--- src/include/gnn_defs.svh ---
`ifndef GNN_DEFS_SVH
`define GNN_DEFS_SVH

// weights per sram line, one multiplier each
`define LANES          4

// weight and feature lane width
`define WEIGHT_W       16

// feature count and layer limits
`define MAX_FV         256
`define MAX_LAYERS     4

// weight sram geometry
`define SRAM_WORDS     256
`define SRAM_BW        64

// result stage sizing
`define RESULT_CREDITS 4
`define FIFO_DEPTH     4

`endif

--- src/rtl/gnn_pkg.sv ---
`include "gnn_defs.svh"

package gnn_pkg;

    typedef logic [`WEIGHT_W-1:0] weight_t;
    typedef logic [31:0] psum_t;
    typedef logic [$clog2(`MAX_LAYERS)-1:0] layer_idx_t;
    typedef logic [$clog2(`SRAM_WORDS/`MAX_LAYERS)-1:0] line_idx_t;

    // {layer, line}
    typedef logic [$clog2(`SRAM_WORDS)-1:0] sram_addr_t;
    typedef logic [$clog2(`MAX_FV):0] fv_count_t;
    typedef logic [`SRAM_BW-1:0] sram_word_t;

    typedef enum logic [1:0] {
        cntl_idle,
        cntl_prepare,
        cntl_work
    } cntl_state_t;

    // enables are active low
    typedef struct packed {
        logic       cen;
        logic       wen;
        sram_addr_t addr;
        sram_word_t data;
    } sram_req_t;

    typedef struct packed {
        logic                     valid;
        logic                     last_of_layer;
        layer_idx_t               layer;
        weight_t [`LANES-1:0]     lanes;
    } weight_beat_t;

    typedef struct packed {
        layer_idx_t layer;
        psum_t      sum;
    } result_t;

endpackage

--- src/rtl/weight_rx.sv ---
`timescale 1ns/10ps
`include "gnn_defs.svh"

module weight_rx (
    input  logic                clk,
    input  logic                reset,
    input  logic                sos,
    input  logic                eos,
    input  logic                weight_bit,
    output logic                word_valid,
    output gnn_pkg::sram_word_t word,
    output logic                frame_open
);

    logic       open_q;
    logic [5:0] bit_cnt;
    logic       shift_en;

    // frame counts as open from the sos cycle itself
    assign frame_open = sos || open_q;

    // no data bit travels with eos
    assign shift_en = open_q && !eos && !sos;

    always_ff @(posedge clk or negedge reset) begin
        if (!reset) begin
            open_q     <= 1'b0;
            bit_cnt    <= '0;
            word_valid <= 1'b0;
        end else begin
            // full word sits in the shift register one cycle after its 64th bit
            word_valid <= shift_en && (bit_cnt == 6'(`SRAM_BW - 1));
            if (sos) begin
                open_q  <= 1'b1;
                bit_cnt <= '0;
            end else begin
                if (eos) begin
                    open_q <= 1'b0;
                end
                if (shift_en) begin
                    bit_cnt <= bit_cnt + 6'd1;
                end
            end
        end
    end

    // lsb first, so new bits enter at the top
    always_ff @(posedge clk) begin
        if (sos) begin
            word <= '0;
        end else if (shift_en) begin
            word <= {weight_bit, word[`SRAM_BW-1:1]};
        end
    end

endmodule

--- config.mk ---
export PLATFORM = sky130hd
export DESIGN_NAME = weight_rx
export DESIGN_NICKNAME = d
export VERILOG_FILES = /design/src/rtl/gnn_pkg.sv /design/src/rtl/weight_rx.sv
export VERILOG_INCLUDE_DIRS = /design/src /design/src/include
export SDC_FILE = /design/constraint.sdc
export NUM_CORES = 1
export LEC_CHECK = 0
export BUFFER_PORTS_ARGS = -buffer_cell sky130_fd_sc_hd__buf_2
export CORE_MARGIN = 2
export CORE_UTILIZATION = 45
export CTS_CLUSTER_SIZE = 40
export DETAILED_ROUTE_END_ITERATION = 10
export GPL_TIMING_DRIVEN = 0
export PLACE_DENSITY_LB_ADDON = 0.15
export REMOVE_ABC_BUFFERS = 1
export SLEW_MARGIN = 40
export SYNTH_ARGS = -nofsm -noshare
export SYNTH_HDL_FRONTEND = slang
export SYNTH_SLANG_ARGS = --single-unit
export TNS_END_PERCENT = 1
--- constraint.sdc ---
create_clock -name clk -period 1.5 [get_ports clk]
set_clock_uncertainty 0.2 [all_clocks]
set_input_delay 0.15 -clock clk [delete_from_list [all_inputs] [get_ports clk]]
set_output_delay 0.15 -clock clk [all_outputs]
set_load 0.005 [all_outputs]
==> metrics <==
status=finished with violations; failing checks=negative setup slack; Max clock buf depth=2; Setup crit start=open_q; gpl congestion=slightly above 0.7; drt pass-1 iters=4; dpl ws=-0.3580 ns; Routed wire per std cell=12.35 µm; grt peak-use layer=met2; CTS tree=done; CP required=1.55 ns; Setup WS post-layout=-0.007112 ns; sequential-to-total area share from yosys stat=0.5795; vias in the first global route=1916; die width=slightly below 80 µm; initial antenna violation count=0; RSZ-0062 raised after global routing=yes; port bufs=70; Yosys warning total=0; Main synth FF type=dfxtp_1; clock power share=0.389; FF-to-FF End=bit_cnt[5]; post-synthesis async set-or-reset flop share=0.1111; EDFF count, synth=0; clock root cell=clkbuf_8; crit end category=flip-flop; largest net degree at the start of global routing=between 70 and 80; IO Pins=71; total CTS buffers=9; Synth Instances=316; Avg Cell Area, Syn=8.089 µm²; H-tree Lvls=3; fin crit period=1.507 ns; Buf/Inv on CP=1; Antenna diodes=0; period utilisation layout=1.005; Hold Worst Slack=about 0.086 ns; Lkg Pwr=1.420 nW; Synth Register Bits=72; Initial Utilization=0.4642; Clk Latency, worst-skew pair=roughly 0.33 ns; All-Layer GR Usage=0.1951; FP Rows=27; VDD IR max=about 0.00054 V; cell depth of the worst setup path=4; Sequential Power Share=0.542; Max-slew headroom=0.5030; Reg2Reg Depth=4; peak per-stage delay on the critical path=~0.46 ns; grt ovf=0; CP top delay family=simple AND/OR/NAND/NOR gates; worst reg-to-reg setup slack=-0.007 ns; Antenna Nets Post-Route=0; most common cell after layout, fill and taps aside=nand2_1; core area=5507 µm²; crit-path cells=nand2b_4, buf_12, or4_1, a21oi_1; Post-Route WL=between 5000 and 6000 µm; Iteration-0 DRC Markers=between 70 and 80; proportion of layout cells with a drive suffix above 1=0.2677; Crit Path Class=flip-flop to flip-flop; Vias=2291; clock slew at reported path FFs=0.07 ns; GRT met1 Usage=0.2673; Least-Margin Pin Slew=0.7455 ns; Mapped Area=2556 µm²; first-pass GRT wire length=9432 µm; Final Hold Fails=0; P per Cell Area=roughly 1100 nW/µm²; CP max stage cell=or4_1; CP max FO=10; final slew viol count=0; final setup vio count=1; Max-cap violations=0; M3 GR Usage=0.05317; DRC viols=0; vias per cell=4.895; Fillers=503; switching power=812.2 µW; Int Power=2.752 mW; Die H=79.37 µm; commonest cells after routing, fill and taps aside=131 x nand2_1, 68 x buf_2, 66 x a21oi_1; Distinct cells, synth=25; CP endpoint=bit_cnt[5]; met2 Use GR=0.2822; Worst Path Arrival=1.56 ns; Peak Freq=0.6635 GHz; Logic pwr share=0.068; Startpoint Class=flip-flop; Die ar.=6300 µm²; HPWL after detailed placement=3190 µm; CTS sink count=72; reg2reg start=open_q; Syn-to-layout area delta=31.18%; Hold/Removal Path Class=input pin to flip-flop; Net Sw Frac=0.2279; final-stage net count=397
## flip-flops by register name, summed over array words and instances (netlist names)
name,count
word_valid,1
bit_cnt,6
word,64
open_q,1
## through the flow
step / setup TNS [ns] / std cells / util / cell area [µm²] / power (mW)
floorplan: -114.56 / 292 / - / 2452 / 2.039
global placement: -200.61 / 434 / 0.5253 / 2893 / 2.111
detailed placement: -8.752 / 437 / 0.5376 / 2960 / 2.136
CTS: -0.008879 / 468 / 0.6053 / 3333 / 3.603
global route: -0.1361 / 468 / 0.6090 / 3353 / 3.706
finish: -0.007112 / 468 / 0.6090 / 3353 / 3.565
## area by class of cell
cell class / count / area (µm²) / area share
Clock buffer: 13 / 168.9 / 0.05037
Clock inverter: 3 / 15.01 / 0.004478
Inverter: 1 / 3.754 / 0.001119
Multi-Input combinational cell: 221 / 1016 / 0.3030
Sequential cell: 72 / 1483 / 0.4422
Tap cell: 72 / 90.09 / 0.02687
Timing Repair Buffer: 86 / 576.8 / 0.1720
## layer usage
metal,up-vias,wire [µm],share of wire
met5,-,0,0
met4,0,95,0.016
met3,8,294,0.051
met2,55,2539,0.44
met1,1061,2849,0.49
li1,1167,-,-
## worst min-delay path by stage
stage                      from    endpoint  slack, ns  cells past startpoint
after CTS                   eos     word[3]       0.08                      4
after floorplan           reset  bit_cnt[0]      -0.35                      0
after global routing        eos     word[5]       0.09                      4
final                       eos    word[18]       0.09                      4
after global placement    reset  word_valid      -0.20                      1
after detailed placement  reset  word_valid      -0.20                      1
## power groups by stage
stage          sequential [mW]  clock (mW)  combinational [mW]
2_1_floorplan             1.97           0              0.0663
6_report                  1.93        1.39               0.243
5_1_grt                   1.93        1.51               0.267
4_1_cts                   1.93        1.43               0.238
3_5_place_dp              1.97           0               0.161
3_3_place_gp              1.97           0               0.137
## Yosys cell counts (2+ instances only)
cell type	count	share of area
nand2_1	131	0.19
a21oi_1	67	0.13
dfxtp_1	64	0.50
clkbuf_1	15	0.022
dfrtp_1	8	0.078
buf_2	7	0.014
nor2_1	3	0.0044
nand2b_1	2	0.0049
nand3_1	2	0.0039
nor2b_1	2	0.0049
## tightest hold or removal path: cells and delay by family
family | cells | cell delay (ns)
AO/OA/AOI/OAI | 1 | 0.05
AND/OR/NAND/NOR | 2 | 0.18
buffers and inverters | 1 | 0.19
## cells by family (layout without fill, tap and decap cells)
logic type               after synthesis  count (layout)  share of synthesized area
AO/OA/AOI/OAI                         69              69                     0.1361
XOR/XNOR                               2               2                   0.006854
adder cells (fa/ha/maj)                1               1                   0.004894
buffers and inverters                 25             103                    0.04209
flip-flops                            72              72                     0.5795
multiplexers                           1               1                   0.004405
AND/OR/NAND/NOR                      146             148                     0.2261
## repair_timing
item                                    4_1_cts  5_1_grt
endpoints found under the setup margin       54       34
pin swaps                                     2        0
resized for setup                             2        6
hold buffers                                  3        0
gates cloned                                  4        0
buffers inserted                              8        0
hold endpoints to repair                      9        0
Note: power is estimated with default switching activity, not from simulation.
