### config.mk
export PLATFORM = sky130hd
export DESIGN_NAME = result_out
export DESIGN_NICKNAME = d
export VERILOG_FILES = /design/src/rtl/gnn_pkg.sv /design/src/rtl/result_out.sv
export VERILOG_INCLUDE_DIRS = /design/src /design/src/include
export SDC_FILE = /design/constraint.sdc
export NUM_CORES = 1
export LEC_CHECK = 0
export ABC_CLOCK_PERIOD_IN_PS = 11700
export BUFFER_PORTS_ARGS = -buffer_cell sky130_fd_sc_hd__clkbuf_2
export CORE_UTILIZATION = 60
export CTS_CLUSTER_SIZE = 24
export DETAILED_ROUTE_END_ITERATION = 16
export PLACE_DENSITY_LB_ADDON = 0.12
export SYNTH_ARGS = -nofsm -noshare
export SYNTH_HDL_FRONTEND = slang
export SYNTH_SLANG_ARGS = --single-unit
### constraint.sdc
create_clock -name clk -period 11.7 [get_ports clk]
set_clock_uncertainty 0.2 [all_clocks]
set_input_delay 0 -clock clk [delete_from_list [all_inputs] [get_ports clk]]
set_output_delay 0 -clock clk [all_outputs]
set_load 0.03 [all_outputs]
### src/include/gnn_defs.svh
`ifndef GNN_DEFS_SVH
`define GNN_DEFS_SVH

// weights per sram line, one multiplier each
`define LANES          4

// weight and feature lane width
`define WEIGHT_W       16

// feature count and layer limits
`define MAX_FV         256
`define MAX_LAYERS     4

// weight sram geometry
`define SRAM_WORDS     256
`define SRAM_BW        64

// result stage sizing
`define RESULT_CREDITS 4
`define FIFO_DEPTH     4

`endif

### src/rtl/gnn_pkg.sv
`include "gnn_defs.svh"

package gnn_pkg;

    typedef logic [`WEIGHT_W-1:0] weight_t;
    typedef logic [31:0] psum_t;
    typedef logic [$clog2(`MAX_LAYERS)-1:0] layer_idx_t;
    typedef logic [$clog2(`SRAM_WORDS/`MAX_LAYERS)-1:0] line_idx_t;

    // {layer, line}
    typedef logic [$clog2(`SRAM_WORDS)-1:0] sram_addr_t;
    typedef logic [$clog2(`MAX_FV):0] fv_count_t;
    typedef logic [`SRAM_BW-1:0] sram_word_t;

    typedef enum logic [1:0] {
        cntl_idle,
        cntl_prepare,
        cntl_work
    } cntl_state_t;

    // enables are active low
    typedef struct packed {
        logic       cen;
        logic       wen;
        sram_addr_t addr;
        sram_word_t data;
    } sram_req_t;

    typedef struct packed {
        logic                     valid;
        logic                     last_of_layer;
        layer_idx_t               layer;
        weight_t [`LANES-1:0]     lanes;
    } weight_beat_t;

    typedef struct packed {
        layer_idx_t layer;
        psum_t      sum;
    } result_t;

endpackage

### src/rtl/result_out.sv
`timescale 1ns/10ps
`include "gnn_defs.svh"

module result_out (
    input  logic                              clk,
    input  logic                              reset,
    input  logic                              push,
    input  gnn_pkg::result_t                  result_in,
    input  logic                              credit_return,
    output logic [$clog2(`FIFO_DEPTH+1)-1:0]  free_slots,
    output logic                              result_valid,
    output gnn_pkg::result_t                  result
);

    localparam int PTR_W = $clog2(`FIFO_DEPTH);
    localparam int CNT_W = $clog2(`FIFO_DEPTH + 1);
    localparam int CRD_W = $clog2(`RESULT_CREDITS + 1);

    gnn_pkg::result_t   fifo_mem [`FIFO_DEPTH];
    logic [PTR_W-1:0]   wr_ptr;
    logic [PTR_W-1:0]   rd_ptr;
    logic [CNT_W-1:0]   count;
    logic [CRD_W-1:0]   credits;
    logic               send;

    // one result per credit
    assign send       = (count != '0) && (credits != '0);
    assign free_slots = CNT_W'(`FIFO_DEPTH) - count;

    always_ff @(posedge clk) begin
        if (push) begin
            fifo_mem[wr_ptr] <= result_in;
        end
        if (send) begin
            result <= fifo_mem[rd_ptr];
        end
    end

    always_ff @(posedge clk or negedge reset) begin
        if (!reset) begin
            wr_ptr       <= '0;
            rd_ptr       <= '0;
            count        <= '0;
            credits      <= CRD_W'(`RESULT_CREDITS);
            result_valid <= 1'b0;
        end else begin
            result_valid <= send;
            if (push) begin
                wr_ptr <= wr_ptr + 1'b1;
            end
            if (send) begin
                rd_ptr <= rd_ptr + 1'b1;
            end
            count   <= count + CNT_W'(push) - CNT_W'(send);
            credits <= credits + CRD_W'(credit_return) - CRD_W'(send);
        end
    end

endmodule

==> impl_metrics.json <==
{
  "status": "complete, no violations",
  "rsz0062_at_grt": "no",
  "r2r_start": "count[0]",
  "layout_common_cells": "edfxtp_1 (170), clkbuf_2 (75), dlygate4sd3_1 (38), mux4_2 (28), clkbuf_16 (16)",
  "yosysWarnings": 0,
  "worstPathMaxFanout": 5,
  "required_ns": 11.96,
  "path_class": "reg2reg",
  "cp-endpoint": "credits[2]",
  "layout_min_cycle_time_ns": 2.51,
  "cp-start-kind": "flip-flop",
  "cts_sinks": 181,
  "cts_tree": "built",
  "vias_per_cell": 5.53,
  "r2r_cells": 10,
  "final_hold_viol_count": 0,
  "worstPathArrival_ns": 2.77,
  "drt_iter0_markers": 152,
  "yosys.area.top_type_share": 0.775,
  "root_buffer": "clkbuf_8",
  "ys_seq_area_frac": 0.817,
  "worst-r2r-setup-slack_ns": 9.19,
  "p_sw_mw": 0.684,
  "p_comb_frac": 0.274,
  "gp_congestion": 0.681,
  "rows": 37,
  "grt_pass1_vias": 3206,
  "grt_max_degree": 37,
  "drt-pass1-iter-count": 4,
  "drt-total-wl_mm": 11.0,
  "maxSlewHeadroom": 0.361,
  "cts.clk_slew.worst_paths_ns": 0.07,
  "grt_pass1_wl_mm": 17.3,
  "tns_ns": 0,
  "fmax_mhz": 398,
  "clk_latency_ns": 0.53,
  "hold_buffers": 38,
  "hpwl_mm": 5.70,
  "r2r-end": "credits[2]",
  "synth_nets": 313,
  "syn_inst": 265,
  "htreeDepth": 4,
  "overflow": 0,
  "worst_setup_path_end_kind": "flip-flop",
  "final_layout_size_suffix_gt1_frac": 0.354,
  "portBuffers": 75,
  "final_common_cell": "edfxtp_1",
  "final_nets": 438,
  "track_usage": 0.218,
  "area_growth_pct": 21.7,
  "worst_slack_ns": 9.19,
  "fp.coreArea_sq_um": 10500,
  "slew_viol_final": 0,
  "dieArea_sq_um": 11400,
  "drc": 0,
  "ys_top_cells_by_area": "edfxtp_1 (77%), mux4_2 (9.6%), dfrtp_1 (3.8%)",
  "hold_depth": 2,
  "ys_seq_elements": 181,
  "yosys.area.top_type": "edfxtp_1",
  "vias": 2967,
  "grt_antenna_before_repair": 0,
  "cts_buffers": 17,
  "synth_cell_types": 21,
  "seqPwrFrac": 0.475,
  "leakage_nw": 2.89,
  "setup_violations": 0,
  "ant_nets": 0,
  "dpl_worst_slack_ns": 9.17,
  "swShare": 0.314,
  "io_pins": 76,
  "die_w_um": 107,
  "cts_buffer_depth": 2,
  "num_antenna_cells": 0,
  "ctsResizeCount": 0,
  "layout.core_utilization": 0.766,
  "p_clk_frac": 0.252,
  "powerDensity_nw_per_um2": 272,
  "die_h_um": 107,
  "start_util": 0.630,
  "hold_path_class": "in2reg",
  "fin_crit_sh": 0.215,
  "syn_area_sq_um": 6590,
  "cts_setup_buffers": 0,
  "worst_pin_slew_ns": 0.958,
  "routedWlPerCell_um": 20.4,
  "startpoint": "count[0]",
  "power_report.internal_total_mw": 1.49,
  "synth.avg_cell_area_sq_um": 24.9,
  "max-cap-violations": 0,
  "peakVddDrop_uv": 287
}
-- critical path, stage by stage, from the launching register on --
cell	delay [ns]
dfrtp_1	0.37
inv_1	0.08
ha_1	0.19
ha_1	0.25
nor3_1	0.36
a21o_1	0.13
ha_1	0.13
inv_1	0.05
fa_1	0.37
xnor2_1	0.17
xnor2_1	0.13
-- synthesized netlist by cell type, drive strengths merged --
master	number
buf	9
and2	4
dfrtp	10
ha	8
o21ai	1
fa	2
inv	10
dfstp	1
nor3b	1
nand2	1
a21o	1
xnor2	5
nor2	2
nor3	3
edfxtp	170
xor2	3
mux4	34
-- cell families (layout without fill, tap and decap cells) --
| kind of cell | Yosys count | count (layout) | synth area share |
|---|---|---|---|
| flops | 181 | 181 | 0.817 |
| mux | 34 | 34 | 0.120 |
| buf+inv | 19 | 155 | 0.0207 |
| simple gates | 11 | 11 | 0.00893 |
| fa+ha+maj | 10 | 10 | 0.0213 |
| xor+xnor | 8 | 8 | 0.0106 |
| compound gates | 2 | 2 | 0.00190 |
-- sequential cells by signal, indices dropped and copies added (netlist names) --
register      cells
fifo_mem        136
rd_ptr            2
wr_ptr            2
credits           3
count             3
result_valid      1
result           34
-- metrics by stage --
step	power (mW)	hold slack (ns)	area (sq um)	std cells
2_1_floorplan	1.49	-0.496	6590	265
3_3_place_gp	1.62	-0.314	7060	469
3_5_place_dp	1.64	-0.306	7060	469
4_1_cts	2.20	0.00110	8020	537
5_1_grt	2.28	0.0131	8020	537
6_report	2.18	0.0257	8020	537
-- layer usage --
| metal | global-route usage | part of all wire |
|---|---|---|
| met5 | 0 | 0 |
| met4 | 0.0900 | 0.015 |
| met3 | 0.0626 | 0.052 |
| met2 | 0.355 | 0.52 |
| met1 | 0.279 | 0.41 |
-- area by class of cell --
| class | count | area [sq um] |
|---|---|---|
| Sequential cell | 181 | 5380 |
| Tap cell | 136 | 170 |
| Fill cell | 577 | 2440 |
| Clock buffer | 17 | 414 |
| Inverter | 10 | 37.5 |
| Multi-Input combinational cell | 65 | 1080 |
| Timing Repair Buffer | 115 | 771 |
| Clock inverter | 13 | 159 |
-- power by group through the flow --
stage               Clock (mW)  Combinational [mW]  Sequential, mW
CTS                      0.558               0.608            1.04
global route             0.581               0.642            1.05
global placement             0               0.584            1.04
detailed placement           0               0.593            1.05
floorplan                    0               0.362            1.13
finish                   0.548               0.596            1.03
-- how the worst min path moves through the flow --
stage                       start               to  slack (ns)
floorplan                   reset         count[0]       -0.50
global placement            reset         count[1]       -0.31
detailed placement          reset         count[1]       -0.31
CTS                  result_in[3]   fifo_mem[1][3]       0.001
global route        result_in[32]  fifo_mem[3][32]        0.01
finish              result_in[29]  fifo_mem[1][29]        0.03
No activity file was read; power rests on OpenSTA's default activity.
