`src/include/gnn_defs.svh`:
```
`ifndef GNN_DEFS_SVH
`define GNN_DEFS_SVH

// weights per sram line, one multiplier each
`define LANES          4

// weight and feature lane width
`define WEIGHT_W       16

// feature count and layer limits
`define MAX_FV         256
`define MAX_LAYERS     4

// weight sram geometry
`define SRAM_WORDS     256
`define SRAM_BW        64

// result stage sizing
`define RESULT_CREDITS 4
`define FIFO_DEPTH     4

`endif

```
`src/rtl/gnn_pkg.sv`:
```
`include "gnn_defs.svh"

package gnn_pkg;

    typedef logic [`WEIGHT_W-1:0] weight_t;
    typedef logic [31:0] psum_t;
    typedef logic [$clog2(`MAX_LAYERS)-1:0] layer_idx_t;
    typedef logic [$clog2(`SRAM_WORDS/`MAX_LAYERS)-1:0] line_idx_t;

    // {layer, line}
    typedef logic [$clog2(`SRAM_WORDS)-1:0] sram_addr_t;
    typedef logic [$clog2(`MAX_FV):0] fv_count_t;
    typedef logic [`SRAM_BW-1:0] sram_word_t;

    typedef enum logic [1:0] {
        cntl_idle,
        cntl_prepare,
        cntl_work
    } cntl_state_t;

    // enables are active low
    typedef struct packed {
        logic       cen;
        logic       wen;
        sram_addr_t addr;
        sram_word_t data;
    } sram_req_t;

    typedef struct packed {
        logic                     valid;
        logic                     last_of_layer;
        layer_idx_t               layer;
        weight_t [`LANES-1:0]     lanes;
    } weight_beat_t;

    typedef struct packed {
        layer_idx_t layer;
        psum_t      sum;
    } result_t;

endpackage

```
`src/rtl/vertex_mac.sv`:
```
`timescale 1ns/10ps
`include "gnn_defs.svh"

module vertex_mac (
    input  logic                              clk,
    input  logic                              reset,
    input  logic                              fire,
    input  gnn_pkg::weight_t [`LANES-1:0]     feat_in,
    input  gnn_pkg::weight_beat_t             beat,
    output logic                              result_push,
    output gnn_pkg::result_t                  result
);

    gnn_pkg::weight_t [`LANES-1:0] feat_q;
    gnn_pkg::psum_t   [`LANES-1:0] prod;
    gnn_pkg::psum_t                sum_lo;
    gnn_pkg::psum_t                sum_hi;
    gnn_pkg::psum_t                beat_sum;
    gnn_pkg::psum_t                acc;

    // features stay put for the whole pass
    always_ff @(posedge clk) begin
        if (fire) begin
            feat_q <= feat_in;
        end
    end

    // unsigned products, 16x16 fits in 32
    always_comb begin
        for (int i = 0; i < `LANES; i++) begin
            prod[i] = gnn_pkg::psum_t'(beat.lanes[i]) * gnn_pkg::psum_t'(feat_q[i]);
        end
    end

    // two level adder tree
    assign sum_lo   = prod[0] + prod[1];
    assign sum_hi   = prod[2] + prod[3];
    assign beat_sum = sum_lo + sum_hi;

    always_ff @(posedge clk or negedge reset) begin
        if (!reset) begin
            acc         <= '0;
            result_push <= 1'b0;
        end else begin
            result_push <= beat.valid && beat.last_of_layer;
            if (beat.valid) begin
                // layer end restarts the sum for the next layer
                acc <= beat.last_of_layer ? '0 : acc + beat_sum;
            end
        end
    end

    always_ff @(posedge clk) begin
        if (beat.valid && beat.last_of_layer) begin
            result.layer <= beat.layer;
            result.sum   <= acc + beat_sum;
        end
    end

endmodule

```
`config.mk`:
```
export PLATFORM = sky130hd
export DESIGN_NAME = vertex_mac
export DESIGN_NICKNAME = d
export VERILOG_FILES = /design/src/rtl/gnn_pkg.sv /design/src/rtl/vertex_mac.sv
export VERILOG_INCLUDE_DIRS = /design/src /design/src/include
export SDC_FILE = /design/constraint.sdc
export NUM_CORES = 2
export LEC_CHECK = 0
export BUFFER_PORTS_ARGS = -buffer_cell sky130_fd_sc_hd__buf_2
export CORE_MARGIN = 4
export CORE_UTILIZATION = 35
export CTS_CLUSTER_SIZE = 24
export DETAILED_ROUTE_END_ITERATION = 10
export GPL_TIMING_DRIVEN = 0
export PLACE_DENSITY = 0.58
export SYNTH_ARGS = -nofsm -noshare
export SYNTH_HDL_FRONTEND = slang
export SYNTH_SLANG_ARGS = --single-unit
```
`constraint.sdc`:
```
create_clock -name clk -period 11.1 [get_ports clk]
set_clock_uncertainty 0.05 [all_clocks]
set_input_delay 0.555 -clock clk [delete_from_list [all_inputs] [get_ports clk]]
set_output_delay 0.555 -clock clk [all_outputs]
set_load 0.05 [all_outputs]
```
==> metrics.csv <==
metric,value,unit
status,completed,
first-pass GRT wire length,182100,µm
R2R cell count,23,
"commonest non-fill, non-tap cells in the layout","1,073 x inv_1, 982 x fa_1, 605 x and2_1, 440 x nand2_1, 338 x ha_1",
cell at the slowest stage of the critical path,edfxtp_1,
"Primary FF master, synth",edfxtp_1,
Max stage delay on crit path,0.70,ns
clk_lat worst skew,0.52,ns
largest net degree at the start of global routing,36,
register-to-register path setup slack,1.66,ns
Die W,342.8,µm
crit path kind,reg2reg,
fraction of registers with async set or reset after synthesis,25.19,%
# DRC,0,
average wire per standard cell,21.25,µm
"commonest non-fill, non-tap cell in the layout",inv_1,
core area,0.1110,mm²
Worst Hold Class,in2async,
Synth cell types,64,
post-route ant nets,0,
CTS max path bufs,2,
max-cap violations,0,
Initial Utilization,35.36,%
CP Capture Type,flop,
Crit path required time,11.25,ns
Hold WS,0.09405,ns
"Net Count, Synth",5376,
# Post-CTS Setup Buffers,0,
worst slew pin tran,0.8554,ns
RSZ-0062 raised after global routing,false,
DR iter-0 viols,1751,
total grt overflow,0,
Setup TNS Final,0,ns
CTS tree,yes,
number of CTS-inserted buffers,17,
Final GP Congestion,0.9010,
post_cts resized,0,
chip height,342.8,µm
Filler cells,11280,
Synth-to-Final Area Change,8.639,%
final wirelength,119400,µm
die area,0.1175,mm²
layout cell share with drive strength beyond 1,5.603,%
Tot GR Track Use,21.06,%
Vias per Instance,4.673,
nets,5565,
cts hold-fix bufs,0,
final-report hold violation count,0,
f_max,106.0,MHz
Pre-antenna DRT Iters,5,
reg2reg end,result[30]$_DFFE_PP_,
final worst path period share,85.02,%
Synth Instances,3921,
Seq cells post-synth,131,
Post-Syn Area,0.03924,mm²
sequential area share after synthesis,9.605,%
syn_area_per_cell,10.01,µm²
Vias,26260,
Final Critical Period,9.437,ns
floorplan row count,122,
max_slew headroom,42.97,%
I/O pin cnt,170,
Root Driver,clkbuf_16,
antenna violations before repair,11,
Post-synth EDFFs,98,
Crit Path Max Fanout,10,
Max Slew Vio Count,0,
HPWL after DPL,108200,µm
crit-path cells,clkbuf_1 > nand2_1 > fa_1 > fa_1 > fa_1 > inv_1 > fa_1 > fa_1 > fa_1 > fa_1 > fa_1 > fa_1 > inv_1 > fa_1 > inv_1 > ha_1 > buf_2 > and4_1 > and3_1 > nand3_1 > o22ai_1 > o22ai_1 > xnor2_1,
vias in the first global route,28660,
total of warnings raised by yosys,0,
Port Buf Inserts,169,
critical path arrival,9.59,ns
reg2reg start,feat_q[25]$_DFFE_PP_,
Critical Path Most Common Cell,fa_1,
final setup violation count,0,
Sink Count,131,
CP startpoint kind,flop,
"Reg clk slew, reported paths",0.09,ns
H-tree depth,4,
## cell type report
class	count	area (µm²)	area share, %
inverter	1074	4031	9.458
sequential	131	3769	8.841
timing repair buffer	170	875.8	2.055
antenna	9	22.52	0.05284
buffer	138	528.0	1.239
clock inverter	15	202.7	0.4755
tap	1488	1862	4.368
multi-input combinational	2578	30910	72.51
clock buffer	17	425.4	0.9980
## critical path: cells and delay by family, from the launching register on
| family | cells | cell delay, ns |
|---|---|---|
| fa+ha+maj | 11 | 5.49 |
| flops | 1 | 0.70 |
| buf+inv | 5 | 0.90 |
| xor+xnor | 1 | 0.60 |
| simple gates | 4 | 0.85 |
| compound gates | 2 | 0.52 |
## state kept, by name, summed over array words and instances, names as in the netlist
| name | flops |
|---|---|
| acc | 32 |
| result_push | 1 |
| feat_q | 64 |
| result | 34 |
## synthesized netlist by cell type, types with 3 or more instances
| library cell | number | area, µm² |
|---|---|---|
| nand3b_1 | 4 | 30.03 |
| clkbuf_1 | 132 | 495.5 |
| edfxtp_1 | 98 | 2943 |
| nand2_1 | 440 | 1652 |
| dfrtp_1 | 33 | 825.8 |
| a21o_1 | 6 | 45.04 |
| nor3_1 | 5 | 25.02 |
| fa_1 | 982 | 19660 |
| and3_1 | 5 | 31.28 |
| and2_1 | 606 | 3791 |
| buf_1 | 3 | 11.26 |
| o21ai_0 | 26 | 130.1 |
| a31oi_1 | 3 | 18.77 |
| a21oi_1 | 21 | 105.1 |
| o32ai_1 | 4 | 35.03 |
| a22o_1 | 17 | 148.9 |
| ha_1 | 338 | 4229 |
| nor2_1 | 18 | 67.56 |
| a211oi_2 | 3 | 37.54 |
| inv_1 | 1073 | 4028 |
| o211ai_1 | 3 | 22.52 |
| nand3_1 | 7 | 35.03 |
| xor2_1 | 14 | 122.6 |
| xnor2_1 | 27 | 236.5 |
## through the flow
stage | worst slack, ns | std cells | area, µm² | util [%]
finish | 1.663 | 5620 | 42630 | 38.41
global route | 1.494 | 5611 | 42600 | 38.39
CTS | 1.702 | 5611 | 42600 | 38.39
detailed placement | 1.547 | 5579 | 41980 | 37.82
global placement | 1.562 | 5578 | 41940 | 37.80
floorplan | 3.093 | 3921 | 39240 | -
## routing by layer
| metal | GRT usage (%) | wire length (µm) | vias to the layer above |
|---|---|---|---|
| li1 | - | - | 11640 |
| met1 | 29.11 | 52630 | 13780 |
| met2 | 34.52 | 56710 | 690 |
| met3 | 3.455 | 7037 | 142 |
| met4 | 5.570 | 3033 | 6 |
| met5 | 0 | 36 | - |
## kinds of logic (layout without fill, tap and decap cells)
| kind of cell | count (synthesis) | count (layout) | synth area share, % |
|---|---|---|---|
| adder cells (fa/ha/maj) | 1320 | 1320 | 60.88 |
| AO/OA/AOI/OAI | 120 | 120 | 2.398 |
| flip-flops | 131 | 131 | 9.605 |
| XOR/XNOR | 41 | 41 | 0.9152 |
| buffers and inverters | 1212 | 1414 | 11.62 |
| other | 0 | 9 | 0 |
| AND/OR/NAND/NOR | 1097 | 1097 | 14.58 |
## worst max-delay path by stage
| stage | startpoint | cells past startpoint | endpoint | slack (ns) |
|---|---|---|---|---|
| after CTS | feat_q[24]$_DFFE_PP_ | 24 | result[29]$_DFFE_PP_ | 1.70 |
| after global routing | feat_q[25]$_DFFE_PP_ | 24 | acc[30]$_DFFE_PN0P_ | 1.49 |
| after global placement | beat[6] | 26 | result[29]$_DFFE_PP_ | 1.56 |
| final | feat_q[25]$_DFFE_PP_ | 23 | result[30]$_DFFE_PP_ | 1.66 |
| after floorplan | beat[7] | 26 | result[29]$_DFFE_PP_ | 3.09 |
| after detailed placement | beat[6] | 26 | result[29]$_DFFE_PP_ | 1.55 |
Power is not shown: default switching activity piles up to over one toggle a cycle in this logic, so the estimate is an artifact.
