`config.mk`:
```
export PLATFORM = sky130hd
export DESIGN_NAME = weight_cntl
export DESIGN_NICKNAME = d
export VERILOG_FILES = /design/src/rtl/gnn_pkg.sv /design/src/rtl/weight_cntl.sv
export VERILOG_INCLUDE_DIRS = /design/src /design/src/include
export SDC_FILE = /design/constraint.sdc
export NUM_CORES = 1
export LEC_CHECK = 0
export ABC_AREA = 0
export BUFFER_PORTS_ARGS = -buffer_cell sky130_fd_sc_hd__clkbuf_2
export CAP_MARGIN = 20
export CELL_PAD_IN_SITES_DETAIL_PLACEMENT = 2
export CELL_PAD_IN_SITES_GLOBAL_PLACEMENT = 2
export CORE_AREA = 2 2 152 154
export CTS_CLUSTER_DIAMETER = 200
export DETAILED_ROUTE_END_ITERATION = 10
export DIE_AREA = 0 0 154 156
export GPL_TIMING_DRIVEN = 0
export PLACE_DENSITY_LB_ADDON = 0.1
export SYNTH_ARGS = -nofsm -noshare
export SYNTH_HDL_FRONTEND = slang
export SYNTH_SLANG_ARGS = --single-unit
```
`constraint.sdc`:
```
create_clock -name clk -period 2.27 [get_ports clk]
set_clock_uncertainty 0.05 [all_clocks]
set_input_delay 0.227 -clock clk [delete_from_list [all_inputs] [get_ports clk]]
set_output_delay 0.227 -clock clk [all_outputs]
set_load 0.01 [all_outputs]
```
`src/include/gnn_defs.svh`:
```
`ifndef GNN_DEFS_SVH
`define GNN_DEFS_SVH

// weights per sram line, one multiplier each
`define LANES          4

// weight and feature lane width
`define WEIGHT_W       16

// feature count and layer limits
`define MAX_FV         256
`define MAX_LAYERS     4

// weight sram geometry
`define SRAM_WORDS     256
`define SRAM_BW        64

// result stage sizing
`define RESULT_CREDITS 4
`define FIFO_DEPTH     4

`endif

```
`src/rtl/gnn_pkg.sv`:
```
`include "gnn_defs.svh"

package gnn_pkg;

    typedef logic [`WEIGHT_W-1:0] weight_t;
    typedef logic [31:0] psum_t;
    typedef logic [$clog2(`MAX_LAYERS)-1:0] layer_idx_t;
    typedef logic [$clog2(`SRAM_WORDS/`MAX_LAYERS)-1:0] line_idx_t;

    // {layer, line}
    typedef logic [$clog2(`SRAM_WORDS)-1:0] sram_addr_t;
    typedef logic [$clog2(`MAX_FV):0] fv_count_t;
    typedef logic [`SRAM_BW-1:0] sram_word_t;

    typedef enum logic [1:0] {
        cntl_idle,
        cntl_prepare,
        cntl_work
    } cntl_state_t;

    // enables are active low
    typedef struct packed {
        logic       cen;
        logic       wen;
        sram_addr_t addr;
        sram_word_t data;
    } sram_req_t;

    typedef struct packed {
        logic                     valid;
        logic                     last_of_layer;
        layer_idx_t               layer;
        weight_t [`LANES-1:0]     lanes;
    } weight_beat_t;

    typedef struct packed {
        layer_idx_t layer;
        psum_t      sum;
    } result_t;

endpackage

```
`src/rtl/weight_cntl.sv`:
```
`timescale 1ns/10ps
`include "gnn_defs.svh"

module weight_cntl (
    input  logic                                  clk,
    input  logic                                  reset,
    input  logic                                  frame_open,
    input  logic                                  eos,
    input  logic                                  word_valid,
    input  gnn_pkg::sram_word_t                   word,
    input  logic                                  fire,
    input  gnn_pkg::layer_idx_t                   num_layers,
    input  gnn_pkg::fv_count_t                    num_fv,
    input  logic [$clog2(`FIFO_DEPTH+1)-1:0]      free_slots,
    output logic                                  ready,
    output gnn_pkg::sram_req_t                    sram_req,
    input  gnn_pkg::sram_word_t                   sram_q,
    output gnn_pkg::weight_beat_t                 beat
);

    localparam int SLOT_W = $clog2(`FIFO_DEPTH + 1);

    gnn_pkg::cntl_state_t state, state_n;
    gnn_pkg::sram_addr_t  wr_addr;
    gnn_pkg::layer_idx_t  cur_layer, layers_q;
    gnn_pkg::line_idx_t   cur_line, last_line_q;

    // read issue for this cycle
    logic                 issue, line_end, pass_end, drained;
    gnn_pkg::layer_idx_t  iss_layer, iss_layers;
    gnn_pkg::line_idx_t   iss_line, iss_last_line;
    gnn_pkg::sram_req_t   req_n;

    // beat tag, follows the read through the sram
    logic                 rd_valid, rd_last;
    gnn_pkg::layer_idx_t  rd_layer;
    logic                 q_valid, q_last;
    gnn_pkg::layer_idx_t  q_layer;
    logic                 push_pending;

    // results still in flight are not yet in free_slots
    assign drained = !rd_valid && !q_valid && !beat.valid && !push_pending;

    assign ready = (state == gnn_pkg::cntl_idle) && !frame_open && drained &&
                   (free_slots >= SLOT_W'(num_layers) + SLOT_W'(1));

    always_comb begin
        state_n       = state;
        issue         = 1'b0;
        iss_layer     = cur_layer;
        iss_line      = cur_line;
        iss_layers    = layers_q;
        iss_last_line = last_line_q;
        req_n         = '{cen: 1'b1, wen: 1'b1, addr: wr_addr, data: word};
        case (state)
            gnn_pkg::cntl_idle: begin
                if (frame_open) begin
                    state_n = gnn_pkg::cntl_prepare;
                end else if (fire && ready) begin
                    // first read goes out straight from idle
                    issue         = 1'b1;
                    iss_layer     = '0;
                    iss_line      = '0;
                    iss_layers    = num_layers;
                    iss_last_line = gnn_pkg::line_idx_t'((num_fv - 9'd4) >> 2);
                end
            end
            gnn_pkg::cntl_prepare: begin
                if (word_valid) begin
                    req_n.cen = 1'b0;
                    req_n.wen = 1'b0;
                end
                if (eos) begin
                    state_n = gnn_pkg::cntl_idle;
                end
            end
            gnn_pkg::cntl_work: begin
                issue = 1'b1;
            end
            default: begin
                state_n = gnn_pkg::cntl_idle;
            end
        endcase

        line_end = (iss_line == iss_last_line);
        pass_end = line_end && (iss_layer == iss_layers);
        if (issue) begin
            req_n.cen  = 1'b0;
            req_n.addr = {iss_layer, iss_line};
            state_n    = pass_end ? gnn_pkg::cntl_idle : gnn_pkg::cntl_work;
        end
    end

    always_ff @(posedge clk or negedge reset) begin
        if (!reset) begin
            state        <= gnn_pkg::cntl_idle;
            wr_addr      <= '0;
            cur_layer    <= '0;
            cur_line     <= '0;
            layers_q     <= '0;
            last_line_q  <= '0;
            sram_req     <= '{cen: 1'b1, wen: 1'b1, default: '0};
            rd_valid     <= 1'b0;
            rd_last      <= 1'b0;
            rd_layer     <= '0;
            q_valid      <= 1'b0;
            q_last       <= 1'b0;
            q_layer      <= '0;
            beat         <= '0;
            push_pending <= 1'b0;
        end else begin
            state    <= state_n;
            sram_req <= req_n;

            // every frame loads from address 0
            if (state == gnn_pkg::cntl_idle && frame_open) begin
                wr_addr <= '0;
            end else if (state == gnn_pkg::cntl_prepare && word_valid) begin
                wr_addr <= wr_addr + 1'b1;
            end

            if (issue) begin
                layers_q    <= iss_layers;
                last_line_q <= iss_last_line;
                cur_line    <= line_end ? '0 : iss_line + 1'b1;
                cur_layer   <= line_end ? iss_layer + 1'b1 : iss_layer;
            end

            rd_valid <= issue;
            rd_last  <= issue && line_end;
            rd_layer <= iss_layer;

            // lines up with sram_q
            q_valid <= rd_valid;
            q_last  <= rd_last;
            q_layer <= rd_layer;

            beat.valid         <= q_valid;
            beat.last_of_layer <= q_last;
            beat.layer         <= q_layer;
            beat.lanes         <= sram_q;

            push_pending <= beat.valid && beat.last_of_layer;
        end
    end

endmodule

```
==> metrics.yaml <==
outcome: "finished clean"
grt_pass1_vias: 5372
clock-root-buffer: "clkbuf_16"
synth_commonest_cells: "dfrtp_1, nand2_1, nor2_1, xor2_1, a21oi_1"
yosysUniqueCellTypes: 47
critPathCaptureType: "flop"
antenna_left: 0
fin_ws_ps: 119
arrival_ps: 2410
fill_cells: 2285
synth_area_leaders: "dfrtp_1, nand2_1, xor2_1"
placed_area_um2: 7380
place_hpwl_mm: 14.2
r2r-start: "state[1]"
slowest_delay_ps: 440
period_needed_ps: 2150
drt-total-wl_mm: 21.3
hold_class: "in2reg"
report.final.slew_viol_count: 0
tightestPinTransition_ps: 642
min-delay-start: "num_fv[2]"
synth_fp_nets: 508
layout.area.seq_um2: 4430
hold_viol: 0
max_slew_margin: 0.570
max_freq_mhz: 465
tritoncts: "done"
fin_area_um2: 9310
top_usage_layer: "met2"
synth.avg_cell_area_um2: 15.6
antenna_found_initial: 1
startpoint_type: "flop"
grt_use_total: 0.184
cts_buffer_depth: 2
synth_most_common_cell: "dfrtp_1"
dp_slack_ps: -536
finalPower_mw: 8.15
io_pins: 291
gr-usage-met2: 0.350
vias: 4536
rsz0062_at_grt: "false"
crit_start: "state[1]"
num_rows: 55
finalCritPeriodShare: 0.947
use_met1: 0.201
fp.dieH_um: 156
syn-cell-area_um2: 5510
numPortBuffers: 287
dieWidth_um: 154
setup_violations: 0
clkLatencyLatePin_ps: 420
first_iter_violations: 168
path_cells: "nor4_4, and4_1, buf_6, clkbuf_8, nor2_2, ha_4, nand3_2, nor4_1, a311o_1"
netlist_instances: 353
grt_pass1_wl_mm: 32.9
start_util: 0.246
yosys_warnings: 0
htree_levels: 4
place_congestion: 0.748
overflow: 0
layout-drive-gt1-share: 0.429
timing.setup.tns_ps: 0
wl_per_cell_um: 19.5
crit_required_ps: 2530
cp_max_fo: 10
power.density_nw_per_um2: 875
syn_to_final_growth_pct: 69.1
fp.coreArea_um2: 22400
nets: 949
numCtsBuffers: 17
grt_use_met3: 0.0492
p_leak_nw: 4.66
max_cap_viol_count: 0
synth_area_leader_cell: "dfrtp_1"
hold_slack_ps: 33.3
ys.flop_type: "dfrtp_1"
multi_input_area_um2: 1010
drc: 0
via_per_inst: 4.15
async_reset_ff_frac: 1.00
cts.sink_count: 177
slowest_stage: "dfrtp_2"
clk_pin_slew_ps: 70
ir_worst_vdd_mv: 0.369
netlist.area_leader.share: 0.795
drtPass1Iterations: 4
grt_max_degree: 103
dieArea_um2: 24000
synth_edf_count: 0
path_class: "reg2reg"
postSynthRegisterBits: 177
ys_seq_area_frac: 0.805
==> final timing paths <==
path                                       end  slack (ps)  cells after the start
worst max-delay path               cur_line[4]         120                      9
worst min-delay path            last_line_q[0]          30                      2
worst max register to register     cur_line[4]         120                      9
worst min register to register      q_layer[0]         300                      0
max in group asynchronous             state[0]         860                      3
min in group asynchronous             beat[62]         320                      2
==> logic make-up (layout without fill, tap and decap cells) <==
logic type,after synthesis,in the layout,share of synthesized area
flops,177,177,0.805
simple gates,95,95,0.0868
compound gates,34,34,0.0416
buf+inv,20,474,0.0184
xor+xnor,18,18,0.0286
fa+ha+maj,7,7,0.0159
mux,2,2,0.00364
other cells,0,1,0
==> critical path: cells and delay by family, from the launching register on <==
kind            cells  cell delay, ps
fa+ha+maj           1             170
flops               1             440
buf+inv             2             330
simple gates        5             730
compound gates      1             310
==> layout by cell type (no fill, tap or decap), drive strengths merged, types with 3 or more instances in the layout <==
master         n
clkbuf       313
and2           4
a311o          3
nand2         37
ha             7
clkinv         6
o21ai          8
nor2          17
xor2          14
dlygate4sd3  131
a21oi         10
xnor2          4
inv           15
nor3           7
nor4           5
nand4          3
nand3          6
buf            7
dfrtp        175
==> final cells by class <==
type,instances,share of cell area
flip-flops and latches,177,0.476
repair buffers,422,0.301
plain buffers,11,0.00941
clock buffers,18,0.0461
multi-input cells,156,0.109
inverters,9,0.00363
clock inverters,14,0.0159
well taps,285,0.0383
diodes,1,0.000269
==> power by group <==
group          leakage (nW)  switching [mW]  internal, mW  total [mW]
Combinational          2.27           0.770         0.707        1.48
Clock                 0.276            1.40          1.47        2.87
Sequential             2.12           0.266          3.54        3.80
==> routing by layer <==
metal	share of wire	wire (µm)	vias up
met3	0.056	1200	19
met5	0	0	-
met4	0.013	280	0
met1	0.37	7890	2313
met2	0.56	11900	150
li1	-	-	2054
==> flip-flops by register name, summed over array words and instances (netlist names) <==
| name | flops |
|---|---|
| cur_line | 6 |
| beat | 68 |
| push_pending | 1 |
| q_last | 1 |
| q_layer | 2 |
| cur_layer | 2 |
| sram_req | 74 |
| last_line_q | 6 |
| state | 2 |
| q_valid | 1 |
| rd_layer | 2 |
| rd_last | 1 |
| rd_valid | 1 |
| layers_q | 2 |
| wr_addr | 8 |
==> metrics by stage <==
step,instances,util
final,1093,0.416
after global routing,1093,0.416
after CTS,1090,0.415
after detailed placement,926,0.330
after global placement,925,0.328
after floorplan,353,-
==> repair_timing <==
action                                 CTS  global route
setup endpoints to repair                2             2
setup buffers                            1             2
hold buffers                           131             0
gates resized for setup                  2             3
endpoints found under the hold margin  205             0
pin swaps                                1             2
(Power assumes the default switching activity.)
